`config.mk`:
```
export PLATFORM = sky130hd
export DESIGN_NAME = axi4_ram_subsystem
export DESIGN_NICKNAME = d
export VERILOG_FILES = /design/src/hw/axi4_ram_pkg.sv /design/src/hw/axi4_ram_subsystem.sv /design/src/hw/axi4_ram_slave.sv /design/src/hw/axi4_rd_arbiter.sv /design/src/hw/axi4_wr_arbiter.sv
export SDC_FILE = /design/constraint.sdc
export NUM_CORES = 2
export LEC_CHECK = 0
export BUFFER_PORTS_ARGS = -buffer_cell sky130_fd_sc_hd__buf_2
export CAP_MARGIN = 20
export CELL_PAD_IN_SITES_DETAIL_PLACEMENT = 0
export CELL_PAD_IN_SITES_GLOBAL_PLACEMENT = 2
export CORE_MARGIN = 4
export CORE_UTILIZATION = 43
export CTS_BUF_LIST = sky130_fd_sc_hd__clkbuf_4
export DETAILED_ROUTE_END_ITERATION = 16
export GPL_TIMING_DRIVEN = 0
export PLACE_DENSITY_LB_ADDON = 0.1
export SYNTH_ARGS = -nofsm -noshare
export SYNTH_HDL_FRONTEND = slang
export SYNTH_HIERARCHICAL = 1
export SYNTH_SLANG_ARGS = --single-unit
```
`constraint.sdc`:
```
create_clock -name clk -period 8.3 [get_ports clk]
set_input_delay 0.83 -clock clk [delete_from_list [all_inputs] [get_ports clk]]
set_output_delay 0.83 -clock clk [all_outputs]
set_load 0.02 [all_outputs]
```
`src/hw/axi4_ram_pkg.sv`:
```
// Shared bus widths, master count, RAM depth and FSM state enums
package axi4_ram_pkg;

  // ----------------------------------------------------------------------
  // Masters
  // ----------------------------------------------------------------------
  localparam int nr_of_masters = 4;
  localparam int mst_idx_width = 2;

  // ----------------------------------------------------------------------
  // Bus widths
  // ----------------------------------------------------------------------
  localparam int addr_width = 8;
  localparam int data_width = 32;
  localparam int strb_width = 4;
  // AXI4 burst length field
  localparam int len_width  = 8;

  // ----------------------------------------------------------------------
  // RAM geometry
  // ----------------------------------------------------------------------
  // Byte address bits 7..2 pick the word
  localparam int ram_words     = 64;
  localparam int ram_idx_width = 6;

  // ----------------------------------------------------------------------
  // FSM states
  // ----------------------------------------------------------------------
  // Write arbiter, grant held until the B handshake
  typedef enum logic {
    wr_find_e,
    wr_wait_resp_e
  } wr_arb_state_e;

  // Read arbiter, grant held until the last R beat
  typedef enum logic {
    rd_find_e,
    rd_wait_last_e
  } rd_arb_state_e;

  // RAM write engine
  typedef enum logic [1:0] {
    ram_wr_addr_e,
    ram_wr_data_e,
    ram_wr_resp_e
  } ram_wr_state_e;

  // RAM read engine
  typedef enum logic {
    ram_rd_addr_e,
    ram_rd_data_e
  } ram_rd_state_e;

endpackage
```
`src/hw/axi4_ram_subsystem.sv`:
```
// Top level joining the write arbiter, the read arbiter and the shared RAM
module axi4_ram_subsystem (
  input  logic clk,
  input  logic rst_n,

  // AW
  input  logic [axi4_ram_pkg::nr_of_masters-1:0][axi4_ram_pkg::addr_width-1:0] awaddr,
  input  logic [axi4_ram_pkg::nr_of_masters-1:0][axi4_ram_pkg::len_width-1:0]  awlen,
  input  logic [axi4_ram_pkg::nr_of_masters-1:0]                               awvalid,
  output logic [axi4_ram_pkg::nr_of_masters-1:0]                               awready,
  // W
  input  logic [axi4_ram_pkg::nr_of_masters-1:0][axi4_ram_pkg::data_width-1:0] wdata,
  input  logic [axi4_ram_pkg::nr_of_masters-1:0][axi4_ram_pkg::strb_width-1:0] wstrb,
  input  logic [axi4_ram_pkg::nr_of_masters-1:0]                               wlast,
  input  logic [axi4_ram_pkg::nr_of_masters-1:0]                               wvalid,
  output logic [axi4_ram_pkg::nr_of_masters-1:0]                               wready,
  // B
  output logic [axi4_ram_pkg::nr_of_masters-1:0]                               bvalid,
  input  logic [axi4_ram_pkg::nr_of_masters-1:0]                               bready,
  // AR
  input  logic [axi4_ram_pkg::nr_of_masters-1:0][axi4_ram_pkg::addr_width-1:0] araddr,
  input  logic [axi4_ram_pkg::nr_of_masters-1:0][axi4_ram_pkg::len_width-1:0]  arlen,
  input  logic [axi4_ram_pkg::nr_of_masters-1:0]                               arvalid,
  output logic [axi4_ram_pkg::nr_of_masters-1:0]                               arready,
  // R
  output logic [axi4_ram_pkg::nr_of_masters-1:0][axi4_ram_pkg::data_width-1:0] rdata,
  output logic [axi4_ram_pkg::nr_of_masters-1:0]                               rlast,
  output logic [axi4_ram_pkg::nr_of_masters-1:0]                               rvalid,
  input  logic [axi4_ram_pkg::nr_of_masters-1:0]                               rready
);

  // ----------------------------------------------------------------------
  // Internal write bus
  // ----------------------------------------------------------------------
  logic [axi4_ram_pkg::addr_width-1:0] ram_awaddr;
  logic [axi4_ram_pkg::len_width-1:0]  ram_awlen;
  logic                                ram_awvalid;
  logic                                ram_awready;
  logic [axi4_ram_pkg::data_width-1:0] ram_wdata;
  logic [axi4_ram_pkg::strb_width-1:0] ram_wstrb;
  logic                                ram_wlast;
  logic                                ram_wvalid;
  logic                                ram_wready;
  logic                                ram_bvalid;
  logic                                ram_bready;

  // ----------------------------------------------------------------------
  // Internal read bus
  // ----------------------------------------------------------------------
  logic [axi4_ram_pkg::addr_width-1:0] ram_araddr;
  logic [axi4_ram_pkg::len_width-1:0]  ram_arlen;
  logic                                ram_arvalid;
  logic                                ram_arready;
  logic [axi4_ram_pkg::data_width-1:0] ram_rdata;
  logic                                ram_rlast;
  logic                                ram_rvalid;
  logic                                ram_rready;

  axi4_wr_arbiter axi4_wr_arbiter_i (
    .clk         (clk),
    .rst_n       (rst_n),
    .mst_awaddr  (awaddr),
    .mst_awlen   (awlen),
    .mst_awvalid (awvalid),
    .mst_awready (awready),
    .mst_wdata   (wdata),
    .mst_wstrb   (wstrb),
    .mst_wlast   (wlast),
    .mst_wvalid  (wvalid),
    .mst_wready  (wready),
    .mst_bvalid  (bvalid),
    .mst_bready  (bready),
    .ram_awaddr  (ram_awaddr),
    .ram_awlen   (ram_awlen),
    .ram_awvalid (ram_awvalid),
    .ram_awready (ram_awready),
    .ram_wdata   (ram_wdata),
    .ram_wstrb   (ram_wstrb),
    .ram_wlast   (ram_wlast),
    .ram_wvalid  (ram_wvalid),
    .ram_wready  (ram_wready),
    .ram_bvalid  (ram_bvalid),
    .ram_bready  (ram_bready)
  );

  axi4_rd_arbiter axi4_rd_arbiter_i (
    .clk         (clk),
    .rst_n       (rst_n),
    .mst_araddr  (araddr),
    .mst_arlen   (arlen),
    .mst_arvalid (arvalid),
    .mst_arready (arready),
    .mst_rdata   (rdata),
    .mst_rlast   (rlast),
    .mst_rvalid  (rvalid),
    .mst_rready  (rready),
    .ram_araddr  (ram_araddr),
    .ram_arlen   (ram_arlen),
    .ram_arvalid (ram_arvalid),
    .ram_arready (ram_arready),
    .ram_rdata   (ram_rdata),
    .ram_rlast   (ram_rlast),
    .ram_rvalid  (ram_rvalid),
    .ram_rready  (ram_rready)
  );

  // Both engines run side by side
  axi4_ram_slave axi4_ram_slave_i (
    .clk     (clk),
    .rst_n   (rst_n),
    .awaddr  (ram_awaddr),
    .awlen   (ram_awlen),
    .awvalid (ram_awvalid),
    .awready (ram_awready),
    .wdata   (ram_wdata),
    .wstrb   (ram_wstrb),
    .wlast   (ram_wlast),
    .wvalid  (ram_wvalid),
    .wready  (ram_wready),
    .bvalid  (ram_bvalid),
    .bready  (ram_bready),
    .araddr  (ram_araddr),
    .arlen   (ram_arlen),
    .arvalid (ram_arvalid),
    .arready (ram_arready),
    .rdata   (ram_rdata),
    .rlast   (ram_rlast),
    .rvalid  (ram_rvalid),
    .rready  (ram_rready)
  );

endmodule

```
`src/hw/axi4_ram_slave.sv`:
```
// AXI4 slave word RAM with separate write and read burst engines
module axi4_ram_slave (
  input  logic clk,
  input  logic rst_n,

  // Write side
  input  logic [axi4_ram_pkg::addr_width-1:0] awaddr,
  input  logic [axi4_ram_pkg::len_width-1:0]  awlen,
  input  logic                                awvalid,
  output logic                                awready,
  input  logic [axi4_ram_pkg::data_width-1:0] wdata,
  input  logic [axi4_ram_pkg::strb_width-1:0] wstrb,
  input  logic                                wlast,
  input  logic                                wvalid,
  output logic                                wready,
  output logic                                bvalid,
  input  logic                                bready,

  // Read side
  input  logic [axi4_ram_pkg::addr_width-1:0] araddr,
  input  logic [axi4_ram_pkg::len_width-1:0]  arlen,
  input  logic                                arvalid,
  output logic                                arready,
  output logic [axi4_ram_pkg::data_width-1:0] rdata,
  output logic                                rlast,
  output logic                                rvalid,
  input  logic                                rready
);

  // Word array
  logic [axi4_ram_pkg::data_width-1:0] mem [axi4_ram_pkg::ram_words];

  axi4_ram_pkg::ram_wr_state_e          wr_state;
  logic [axi4_ram_pkg::ram_idx_width-1:0] wr_idx;
  logic [axi4_ram_pkg::len_width-1:0]     wr_len;
  logic [axi4_ram_pkg::len_width-1:0]     wr_cnt;
  logic                                   wr_beat;

  axi4_ram_pkg::ram_rd_state_e          rd_state;
  logic [axi4_ram_pkg::ram_idx_width-1:0] rd_idx;
  logic [axi4_ram_pkg::len_width-1:0]     rd_len;
  logic [axi4_ram_pkg::len_width-1:0]     rd_cnt;

  // ----------------------------------------------------------------------
  // Write engine
  // ----------------------------------------------------------------------
  assign awready = (wr_state == axi4_ram_pkg::ram_wr_addr_e);
  assign wready  = (wr_state == axi4_ram_pkg::ram_wr_data_e);
  assign bvalid  = (wr_state == axi4_ram_pkg::ram_wr_resp_e);
  assign wr_beat = wvalid && wready;

  always_ff @(posedge clk or negedge rst_n) begin
    if (!rst_n) begin
      wr_state <= axi4_ram_pkg::ram_wr_addr_e;
      wr_idx   <= '0;
      wr_len   <= '0;
      wr_cnt   <= '0;
    end else begin
      case (wr_state)
        axi4_ram_pkg::ram_wr_addr_e: begin
          if (awvalid) begin
            // Drop the byte offset
            wr_idx   <= awaddr[axi4_ram_pkg::addr_width-1:2];
            wr_len   <= awlen;
            wr_cnt   <= '0;
            wr_state <= axi4_ram_pkg::ram_wr_data_e;
          end
        end
        axi4_ram_pkg::ram_wr_data_e: begin
          if (wr_beat) begin
            // Index wraps at the top of the array
            wr_idx <= wr_idx + 1'b1;
            wr_cnt <= wr_cnt + 1'b1;
            // wlast closes the burst, the length is a backstop
            if (wlast || wr_cnt == wr_len) begin
              wr_state <= axi4_ram_pkg::ram_wr_resp_e;
            end
          end
        end
        axi4_ram_pkg::ram_wr_resp_e: begin
          if (bready) begin
            wr_state <= axi4_ram_pkg::ram_wr_addr_e;
          end
        end
        default: wr_state <= axi4_ram_pkg::ram_wr_addr_e;
      endcase
    end
  end

  // Byte-masked store
  always_ff @(posedge clk) begin
    if (wr_beat) begin
      for (int b = 0; b < axi4_ram_pkg::strb_width; b++) begin
        if (wstrb[b]) begin
          mem[wr_idx][8*b +: 8] <= wdata[8*b +: 8];
        end
      end
    end
  end

  // ----------------------------------------------------------------------
  // Read engine
  // ----------------------------------------------------------------------
  assign arready = (rd_state == axi4_ram_pkg::ram_rd_addr_e);
  assign rvalid  = (rd_state == axi4_ram_pkg::ram_rd_data_e);
  // Beat arlen is the last, counting from zero
  assign rlast   = rvalid && (rd_cnt == rd_len);
  assign rdata   = mem[rd_idx];

  always_ff @(posedge clk or negedge rst_n) begin
    if (!rst_n) begin
      rd_state <= axi4_ram_pkg::ram_rd_addr_e;
      rd_idx   <= '0;
      rd_len   <= '0;
      rd_cnt   <= '0;
    end else begin
      case (rd_state)
        axi4_ram_pkg::ram_rd_addr_e: begin
          if (arvalid) begin
            rd_idx   <= araddr[axi4_ram_pkg::addr_width-1:2];
            rd_len   <= arlen;
            rd_cnt   <= '0;
            rd_state <= axi4_ram_pkg::ram_rd_data_e;
          end
        end
        axi4_ram_pkg::ram_rd_data_e: begin
          // Beat holds while rready is low
          if (rready) begin
            rd_idx <= rd_idx + 1'b1;
            rd_cnt <= rd_cnt + 1'b1;
            if (rlast) begin
              rd_state <= axi4_ram_pkg::ram_rd_addr_e;
            end
          end
        end
        default: rd_state <= axi4_ram_pkg::ram_rd_addr_e;
      endcase
    end
  end

endmodule

```
`src/hw/axi4_rd_arbiter.sv`:
```
// Round-robin read arbiter for the AR and R channels
module axi4_rd_arbiter (
  input  logic clk,
  input  logic rst_n,

  // Masters, AR
  input  logic [axi4_ram_pkg::nr_of_masters-1:0][axi4_ram_pkg::addr_width-1:0] mst_araddr,
  input  logic [axi4_ram_pkg::nr_of_masters-1:0][axi4_ram_pkg::len_width-1:0]  mst_arlen,
  input  logic [axi4_ram_pkg::nr_of_masters-1:0]                               mst_arvalid,
  output logic [axi4_ram_pkg::nr_of_masters-1:0]                               mst_arready,
  // Masters, R
  output logic [axi4_ram_pkg::nr_of_masters-1:0][axi4_ram_pkg::data_width-1:0] mst_rdata,
  output logic [axi4_ram_pkg::nr_of_masters-1:0]                               mst_rlast,
  output logic [axi4_ram_pkg::nr_of_masters-1:0]                               mst_rvalid,
  input  logic [axi4_ram_pkg::nr_of_masters-1:0]                               mst_rready,

  // RAM side
  output logic [axi4_ram_pkg::addr_width-1:0] ram_araddr,
  output logic [axi4_ram_pkg::len_width-1:0]  ram_arlen,
  output logic                                ram_arvalid,
  input  logic                                ram_arready,
  input  logic [axi4_ram_pkg::data_width-1:0] ram_rdata,
  input  logic                                ram_rlast,
  input  logic                                ram_rvalid,
  output logic                                ram_rready
);

  axi4_ram_pkg::rd_arb_state_e state;

  logic [axi4_ram_pkg::mst_idx_width-1:0] ptr;
  logic [axi4_ram_pkg::mst_idx_width-1:0] sel;
  logic                                   granted;

  assign granted = (state == axi4_ram_pkg::rd_wait_last_e);

  // ----------------------------------------------------------------------
  // Grant FSM
  // ----------------------------------------------------------------------
  always_ff @(posedge clk or negedge rst_n) begin
    if (!rst_n) begin
      state <= axi4_ram_pkg::rd_find_e;
      ptr   <= '0;
      sel   <= '0;
    end else begin
      case (state)
        axi4_ram_pkg::rd_find_e: begin
          // Scan read address valids
          if (ptr == axi4_ram_pkg::nr_of_masters - 1) begin
            ptr <= '0;
          end else begin
            ptr <= ptr + 1'b1;
          end
          if (mst_arvalid[ptr]) begin
            sel   <= ptr;
            state <= axi4_ram_pkg::rd_wait_last_e;
          end
        end
        axi4_ram_pkg::rd_wait_last_e: begin
          // Last beat accepted by the owner
          if (ram_rvalid && ram_rlast && mst_rready[sel]) begin
            state <= axi4_ram_pkg::rd_find_e;
          end
        end
        default: state <= axi4_ram_pkg::rd_find_e;
      endcase
    end
  end

  // ----------------------------------------------------------------------
  // Channel mux
  // ----------------------------------------------------------------------
  always_comb begin
    // Data and last are broadcast, the valid alone is steered
    for (int i = 0; i < axi4_ram_pkg::nr_of_masters; i++) begin
      mst_rdata[i] = ram_rdata;
      mst_rlast[i] = ram_rlast;
    end
    ram_araddr  = '0;
    ram_arlen   = '0;
    ram_arvalid = 1'b0;
    ram_rready  = 1'b0;
    mst_arready = '0;
    mst_rvalid  = '0;
    if (granted) begin
      ram_araddr       = mst_araddr[sel];
      ram_arlen        = mst_arlen[sel];
      ram_arvalid      = mst_arvalid[sel];
      ram_rready       = mst_rready[sel];
      mst_arready[sel] = ram_arready;
      mst_rvalid[sel]  = ram_rvalid;
    end
  end

endmodule

```
`src/hw/axi4_wr_arbiter.sv`:
```
// Round-robin write arbiter for the AW, W and B channels
module axi4_wr_arbiter (
  input  logic clk,
  input  logic rst_n,

  // Masters, AW
  input  logic [axi4_ram_pkg::nr_of_masters-1:0][axi4_ram_pkg::addr_width-1:0] mst_awaddr,
  input  logic [axi4_ram_pkg::nr_of_masters-1:0][axi4_ram_pkg::len_width-1:0]  mst_awlen,
  input  logic [axi4_ram_pkg::nr_of_masters-1:0]                               mst_awvalid,
  output logic [axi4_ram_pkg::nr_of_masters-1:0]                               mst_awready,
  // Masters, W
  input  logic [axi4_ram_pkg::nr_of_masters-1:0][axi4_ram_pkg::data_width-1:0] mst_wdata,
  input  logic [axi4_ram_pkg::nr_of_masters-1:0][axi4_ram_pkg::strb_width-1:0] mst_wstrb,
  input  logic [axi4_ram_pkg::nr_of_masters-1:0]                               mst_wlast,
  input  logic [axi4_ram_pkg::nr_of_masters-1:0]                               mst_wvalid,
  output logic [axi4_ram_pkg::nr_of_masters-1:0]                               mst_wready,
  // Masters, B
  output logic [axi4_ram_pkg::nr_of_masters-1:0]                               mst_bvalid,
  input  logic [axi4_ram_pkg::nr_of_masters-1:0]                               mst_bready,

  // RAM side
  output logic [axi4_ram_pkg::addr_width-1:0] ram_awaddr,
  output logic [axi4_ram_pkg::len_width-1:0]  ram_awlen,
  output logic                                ram_awvalid,
  input  logic                                ram_awready,
  output logic [axi4_ram_pkg::data_width-1:0] ram_wdata,
  output logic [axi4_ram_pkg::strb_width-1:0] ram_wstrb,
  output logic                                ram_wlast,
  output logic                                ram_wvalid,
  input  logic                                ram_wready,
  input  logic                                ram_bvalid,
  output logic                                ram_bready
);

  axi4_ram_pkg::wr_arb_state_e state;

  // Rotating scan pointer and the latched grant
  logic [axi4_ram_pkg::mst_idx_width-1:0] ptr;
  logic [axi4_ram_pkg::mst_idx_width-1:0] sel;
  logic                                   granted;

  assign granted = (state == axi4_ram_pkg::wr_wait_resp_e);

  // ----------------------------------------------------------------------
  // Grant FSM
  // ----------------------------------------------------------------------
  always_ff @(posedge clk or negedge rst_n) begin
    if (!rst_n) begin
      state <= axi4_ram_pkg::wr_find_e;
      ptr   <= '0;
      sel   <= '0;
    end else begin
      case (state)
        axi4_ram_pkg::wr_find_e: begin
          // One master tested per cycle
          if (ptr == axi4_ram_pkg::nr_of_masters - 1) begin
            ptr <= '0;
          end else begin
            ptr <= ptr + 1'b1;
          end
          if (mst_awvalid[ptr]) begin
            sel   <= ptr;
            state <= axi4_ram_pkg::wr_wait_resp_e;
          end
        end
        axi4_ram_pkg::wr_wait_resp_e: begin
          // Released on the B handshake
          if (ram_bvalid && mst_bready[sel]) begin
            state <= axi4_ram_pkg::wr_find_e;
          end
        end
        default: state <= axi4_ram_pkg::wr_find_e;
      endcase
    end
  end

  // ----------------------------------------------------------------------
  // Channel mux
  // ----------------------------------------------------------------------
  always_comb begin
    // Idle bus, nothing visible to any master
    ram_awaddr  = '0;
    ram_awlen   = '0;
    ram_awvalid = 1'b0;
    ram_wdata   = '0;
    ram_wstrb   = '0;
    ram_wlast   = 1'b0;
    ram_wvalid  = 1'b0;
    ram_bready  = 1'b0;
    mst_awready = '0;
    mst_wready  = '0;
    mst_bvalid  = '0;
    if (granted) begin
      // Forward path
      ram_awaddr       = mst_awaddr[sel];
      ram_awlen        = mst_awlen[sel];
      ram_awvalid      = mst_awvalid[sel];
      ram_wdata        = mst_wdata[sel];
      ram_wstrb        = mst_wstrb[sel];
      ram_wlast        = mst_wlast[sel];
      ram_wvalid       = mst_wvalid[sel];
      ram_bready       = mst_bready[sel];
      // Return path, granted master only
      mst_awready[sel] = ram_awready;
      mst_wready[sel]  = ram_wready;
      mst_bvalid[sel]  = ram_bvalid;
    end
  end

endmodule

```
; Yosys cells after proc, flatten, opt, wreduce, memory -nomap -nowiden
; Memory sizes are Yosys's and may differ from the RTL's.
; Cells that the tools add are included.
[totals]
ff_bits = 57
ramBits = 2048
input_bits = 298
word_cells = 154
mem_count = 1
[mem_list]
columns = name, depth, width, rd, rd_clocked_by_memory_dff, write_ports, line
row1 = axi4_ram_slave_i.mem, 64, 32, 1, 0, 1, axi4_ram_slave.sv:31  ; logic [axi4_ram_pkg::data_width-1:0] mem [axi4_ram_pkg::ram_words];
[op_classes]
add_sub_neg = 6
order_cmp = 6
n_eq_ne = 12
mux = 90
bitwise = 8
n_reduce_logical = 17
[ops]
columns = operator, n
row1 = 2-to-1 mux 8 bit, 12
row2 = binary-select mux 32 bit (select 2 bit), 1
row3 = binary-select mux 8 bit (select 2 bit), 4
row4 = 2-to-1 mux 32 bit, 2
row5 = 2-to-1 mux 1 bit, 35
row6 = case mux 8 bit (2 select lines), 2
row7 = 2-to-1 mux 4 bit, 7
row8 = 2-to-1 mux 6 bit, 4
row9 = case mux 6 bit (2 select lines), 2
row10 = bitwise AND 4 bit, 5
row11 = adder 8 x 1 -> 8 bit (second input constant), 2
row12 = binary-select mux 1 bit (select 2 bit), 8
row13 = == test 8 bit, 2
row14 = adder 6 x 1 -> 6 bit (second input constant), 2
row15 = < comparator 2 x 3 -> 1 bit (second input constant), 4
row16 = 2-to-1 mux 2 bit, 6
row17 = AND reduction 2 bit, 5
row18 = binary-select mux 4 bit (select 2 bit), 1
row19 = inequality test 2 x 1 -> 1 bit (second input constant), 4
row20 = logical AND 1 bit, 7
row21 = == test 2 bit (second input constant), 3
row22 = case mux 1 bit (2 select lines), 3
row23 = case mux 2 bit (3 select lines), 1
row24 = adder 2 x 1 -> 2 bit (second input constant), 2
row25 = other kinds (10), 15

; Depth between registers and ports, before layout
[depth]
depth_word = 7
depth_mapped = 11

; Hierarchy
; Netlist, hierarchy kept.
[by_module_without_submodules]
columns = mod, n_inst, cells_each, area_each_um2, seq_area_each_um2
row1 = axi4_ram_slave, 1, 4080, 81565.7, 62675.1
row2 = axi4_wr_arbiter, 1, 169, 2134.5, 125.1
row3 = axi4_rd_arbiter, 1, 209, 1938.1, 125.1

; Worst setup path after synthesis
; Ideal clock, no wire load.
[synth_timing]
path_kind = reg2out
from = reg axi4_ram_slave_i/rd_idx[1] (netlist name)
to = out rdata[1] (netlist name)
arrival_time_ps = 2282
required_ps = 7470
slack_ps = 5188
stages_incl_launch_ff = 10
path_buffers = 4
cell_sequence = dfrtp_1 -> buf_2 -> or3b_2 -> clkbuf_1 -> clkbuf_1 -> o22ai_1 -> o22a_1 -> nor2_1 -> o31ai_1 -> buf_4
[synth_via]
elab_chain_cells = 1
[synth_lines]
columns = item, line
row1 = "start, declared", axi4_ram_slave.sv:40  ; logic [axi4_ram_pkg::ram_idx_width-1:0] rd_idx;
row2 = "start signal, assigned", axi4_ram_slave.sv:120  ; rd_idx <= araddr[axi4_ram_pkg::addr_width-1:2];
row3 = "start signal, assigned", axi4_ram_slave.sv:129  ; rd_idx <= rd_idx + 1'b1;
row4 = memory (64 x 32 bit), -
row5 = "end, declared", axi4_ram_subsystem.sv:26  ; output logic [axi4_ram_pkg::nr_of_masters-1:0][axi4_ram_pkg::data_width-1:0] rdata,
; No other way between the ends.

; Final worst setup path
[layout_timing]
from = reg axi4_ram_slave_i/rd_idx[2] (netlist name)
to = out rdata[51] (netlist name)
; Same word-level chain as after synthesis.

==> flow_summary_export.csv <==
group,metric,value,unit
routing,drt-initial-drc-count,7952,
layout,nFillCells,16700,
routing,vias_per_cell,6.15,
synth,synthCells,4450,
routing,drc,0,
clock_tree,clock_latency,1.44,ns
floorplan,die_w,454,µm
clock_tree,clockBufferDepth,4,
global_route,first_global_vias,51700,
placement,routabilityCongestion,0.954,
clock_tree,htreeDepth,6,
critical_path,crit_arrival,6.71,ns
critical_path,crit_path_frequent_cell,"buf_2",
sta,hold_viol_final,0,
synth,synth_area,85500,µm²
global_route,grt.busiest_layer,"met2",
critical_path,cp_slowest_cell,"clkbuf_1",
critical_path,r2r_cells,9,
critical_path,crit_chain,"buf_2 > nor2_1 > clkbuf_1 > clkbuf_2 > a22oi_1 > a21oi_1 > a32o_1 > buf_4 > buf_2",
placement,dp_hpwl,242000,µm
global_route,grt_overflow,0,
critical_path,max_stage_delay,0.94,ns
worst_hold_path,holdPathStages,5,
critical_path,crit_fanout,13,
clock_tree,numCtsBuffers,576,
floorplan,dieArea,206000,µm²
critical_path,rrSetupSlack,3.59,ns
critical_path,r2r_start,"axi4_wr_arbiter_i/sel[0]$_DFFE_PN0P_",
clock_tree,cts_num_sinks,2105,
placement,portBuffers,433,
clock_tree,cts_tree,"done",
critical_path,timing.rr.end,"axi4_ram_slave_i/mem[42][8]$_DFFE_PP_",
global_route,grt_max_degree,65,
layout,area_growth,17.2,%
critical_path,setup.worst_path.class,"reg -> out",
layout,drive_above_1_share,36.9,%
pwr,ir_drop,0.285,mV
global_route,antenna_found_initial,21,
layout,final_common_cell,"edfxtp_1",
routing,drt_pass1_iterations,6,
floorplan,io_pins,450,
sta,tightestPinTransition,1.35,ns
global_route,grt_use_met1,43.4,%
floorplan,core_area,198000,µm²
clock_tree,path_clk_slew,0.06,ns
pwr,leakagePower,34.6,nW
sta,rsz0062_at_grt,"false",
synth,syn_avg_cell_area,19.2,µm²
global_route,globalRouteMet2Util,49.8,%
flow_run,drv_cap,0,
synth,yosys_warnings,6,
worst_hold_path,holdCritStartpoint,"araddr[7]",
layout,final_nets,5921,
critical_path,critical_path.endpoint_type,"output pin",
sta,setup-tns-final,0,ns
pwr,total_power,43.0,mW
layout,most-common-layout-cells,"2,048 x edfxtp_1, 831 x clkbuf_4, 484 x buf_2, 459 x mux4_2, 290 x nor2_1",
outcome,outcome,"finished clean",
sta,maxSlewHeadroom,10.2,%
sta,worst_clock_skew,0.115,ns
worst_hold_path,hp-class,"in -> reg",
floorplan,start_util,43.3,%
routing,wl,344000,µm
pwr,power_density,429,nW/µm²
sta,fin_crit,7.54,ns
layout,final_util,50.7,%
global_route,grt_use_total,33.0,%
global_route,use_met3,11.0,%
routing,ant_nets,0,
floorplan,rows,163,
global_route,grt_pass1_wl,450000,µm
clock_tree,post_cts_resized,0,
placement,dp_slack,2.41,ns
floorplan,die_h,454,µm
critical_path,start_kind,"flip-flop",
sta,fmax,0.133,GHz
sta,setup_ws,0.757,ns
sta,drv_slew,0,
clock_tree,root_buffer,"clkbuf_4",
worst_hold_path,holdPathEnd,"axi4_ram_slave_i/rd_idx[5]$_DFFE_PN0P_",
sta,period_share,90.9,%
critical_path,critPathRequiredTime,7.47,ns
sta,setup_viol,0,
synth,syn_nets,4754,
routing,wire_per_inst,39.8,µm
routing,via_count,53100,
layout make-up:
cell class | instances | area, µm² | area share, %
timing repair buffer | 589 | 4270 | 4.26
antenna | 18 | 45.0 | 0.0449
buffer | 410 | 2560 | 2.55
multi-input combinational | 1925 | 20100 | 20.1
clock inverter | 107 | 757 | 0.755
inverter | 10 | 37.5 | 0.0374
sequential | 2105 | 62900 | 62.8
tap | 2640 | 3300 | 3.29
clock buffer | 831 | 6240 | 6.22
layer usage:
layer  routed length, µm  vias to the layer above
li1                    -                    20700
met1              131000                    27900
met2              156000                     3761
met3               40400                      727
met4               16800                       13
met5                 269                        -
flip-flops by register name, summed over array words and instances (netlist names), 6 cells and up:
signal / count
axi4_ram_slave_i/mem: 2048
axi4_ram_slave_i/rd_cnt: 8
axi4_ram_slave_i/rd_len: 8
axi4_ram_slave_i/wr_cnt: 8
axi4_ram_slave_i/wr_len: 8
axi4_ram_slave_i/rd_idx: 6
axi4_ram_slave_i/wr_idx: 6
stage by stage:
stage	hold WS, ns	instances	area (µm²)
final	0.124	8635	100000
after CTS	0.00821	8607	100000
after global placement	0.490	7523	91000
after global routing	0.0823	8620	100000
after detailed placement	0.486	7618	92600
after floorplan	0.465	4450	85500
what timing repair did:
item	CTS	global route
hold buffers	51	0
hold endpoints to repair	80	0
buffers inserted	0	0
worst max path at each step:
| stage | from | to | slack (ns) | cells past startpoint |
|---|---|---|---|---|
| 6_report | axi4_ram_slave_i/rd_idx[2]$_DFFE_PN0P_ | rdata[51] | 0.76 | 9 |
| 5_1_grt | axi4_ram_slave_i/rd_idx[2]$_DFFE_PN0P_ | rdata[89] | 0.92 | 9 |
| 4_1_cts | axi4_ram_slave_i/rd_idx[2]$_DFFE_PN0P_ | rdata[51] | 0.86 | 9 |
| 3_5_place_dp | axi4_ram_slave_i/rd_idx[2]$_DFFE_PN0P_ | rdata[51] | 2.41 | 9 |
| 3_3_place_gp | axi4_ram_slave_i/rd_idx[2]$_DFFE_PN0P_ | rdata[51] | 1.69 | 9 |
| 2_1_floorplan | axi4_ram_slave_i/rd_idx[1]$_DFFE_PN0P_ | rdata[1] | 5.19 | 9 |
report_power, final:
group          total [mW]  switching [mW]  internal, mW
sequential           13.9           0.131          13.8
clock                9.35            4.40          4.95
combinational        19.8            13.6          6.13
total                43.0            18.2          24.8
worst max-delay path, delay by kind of cell (launching register included):
kind | cells | cell delay (ns)
AO/OA/AOI/OAI | 3 | 1.67
buffers and inverters | 5 | 2.46
flip-flops | 1 | 0.53
AND/OR/NAND/NOR | 1 | 0.57
(Power assumes the default switching activity.)
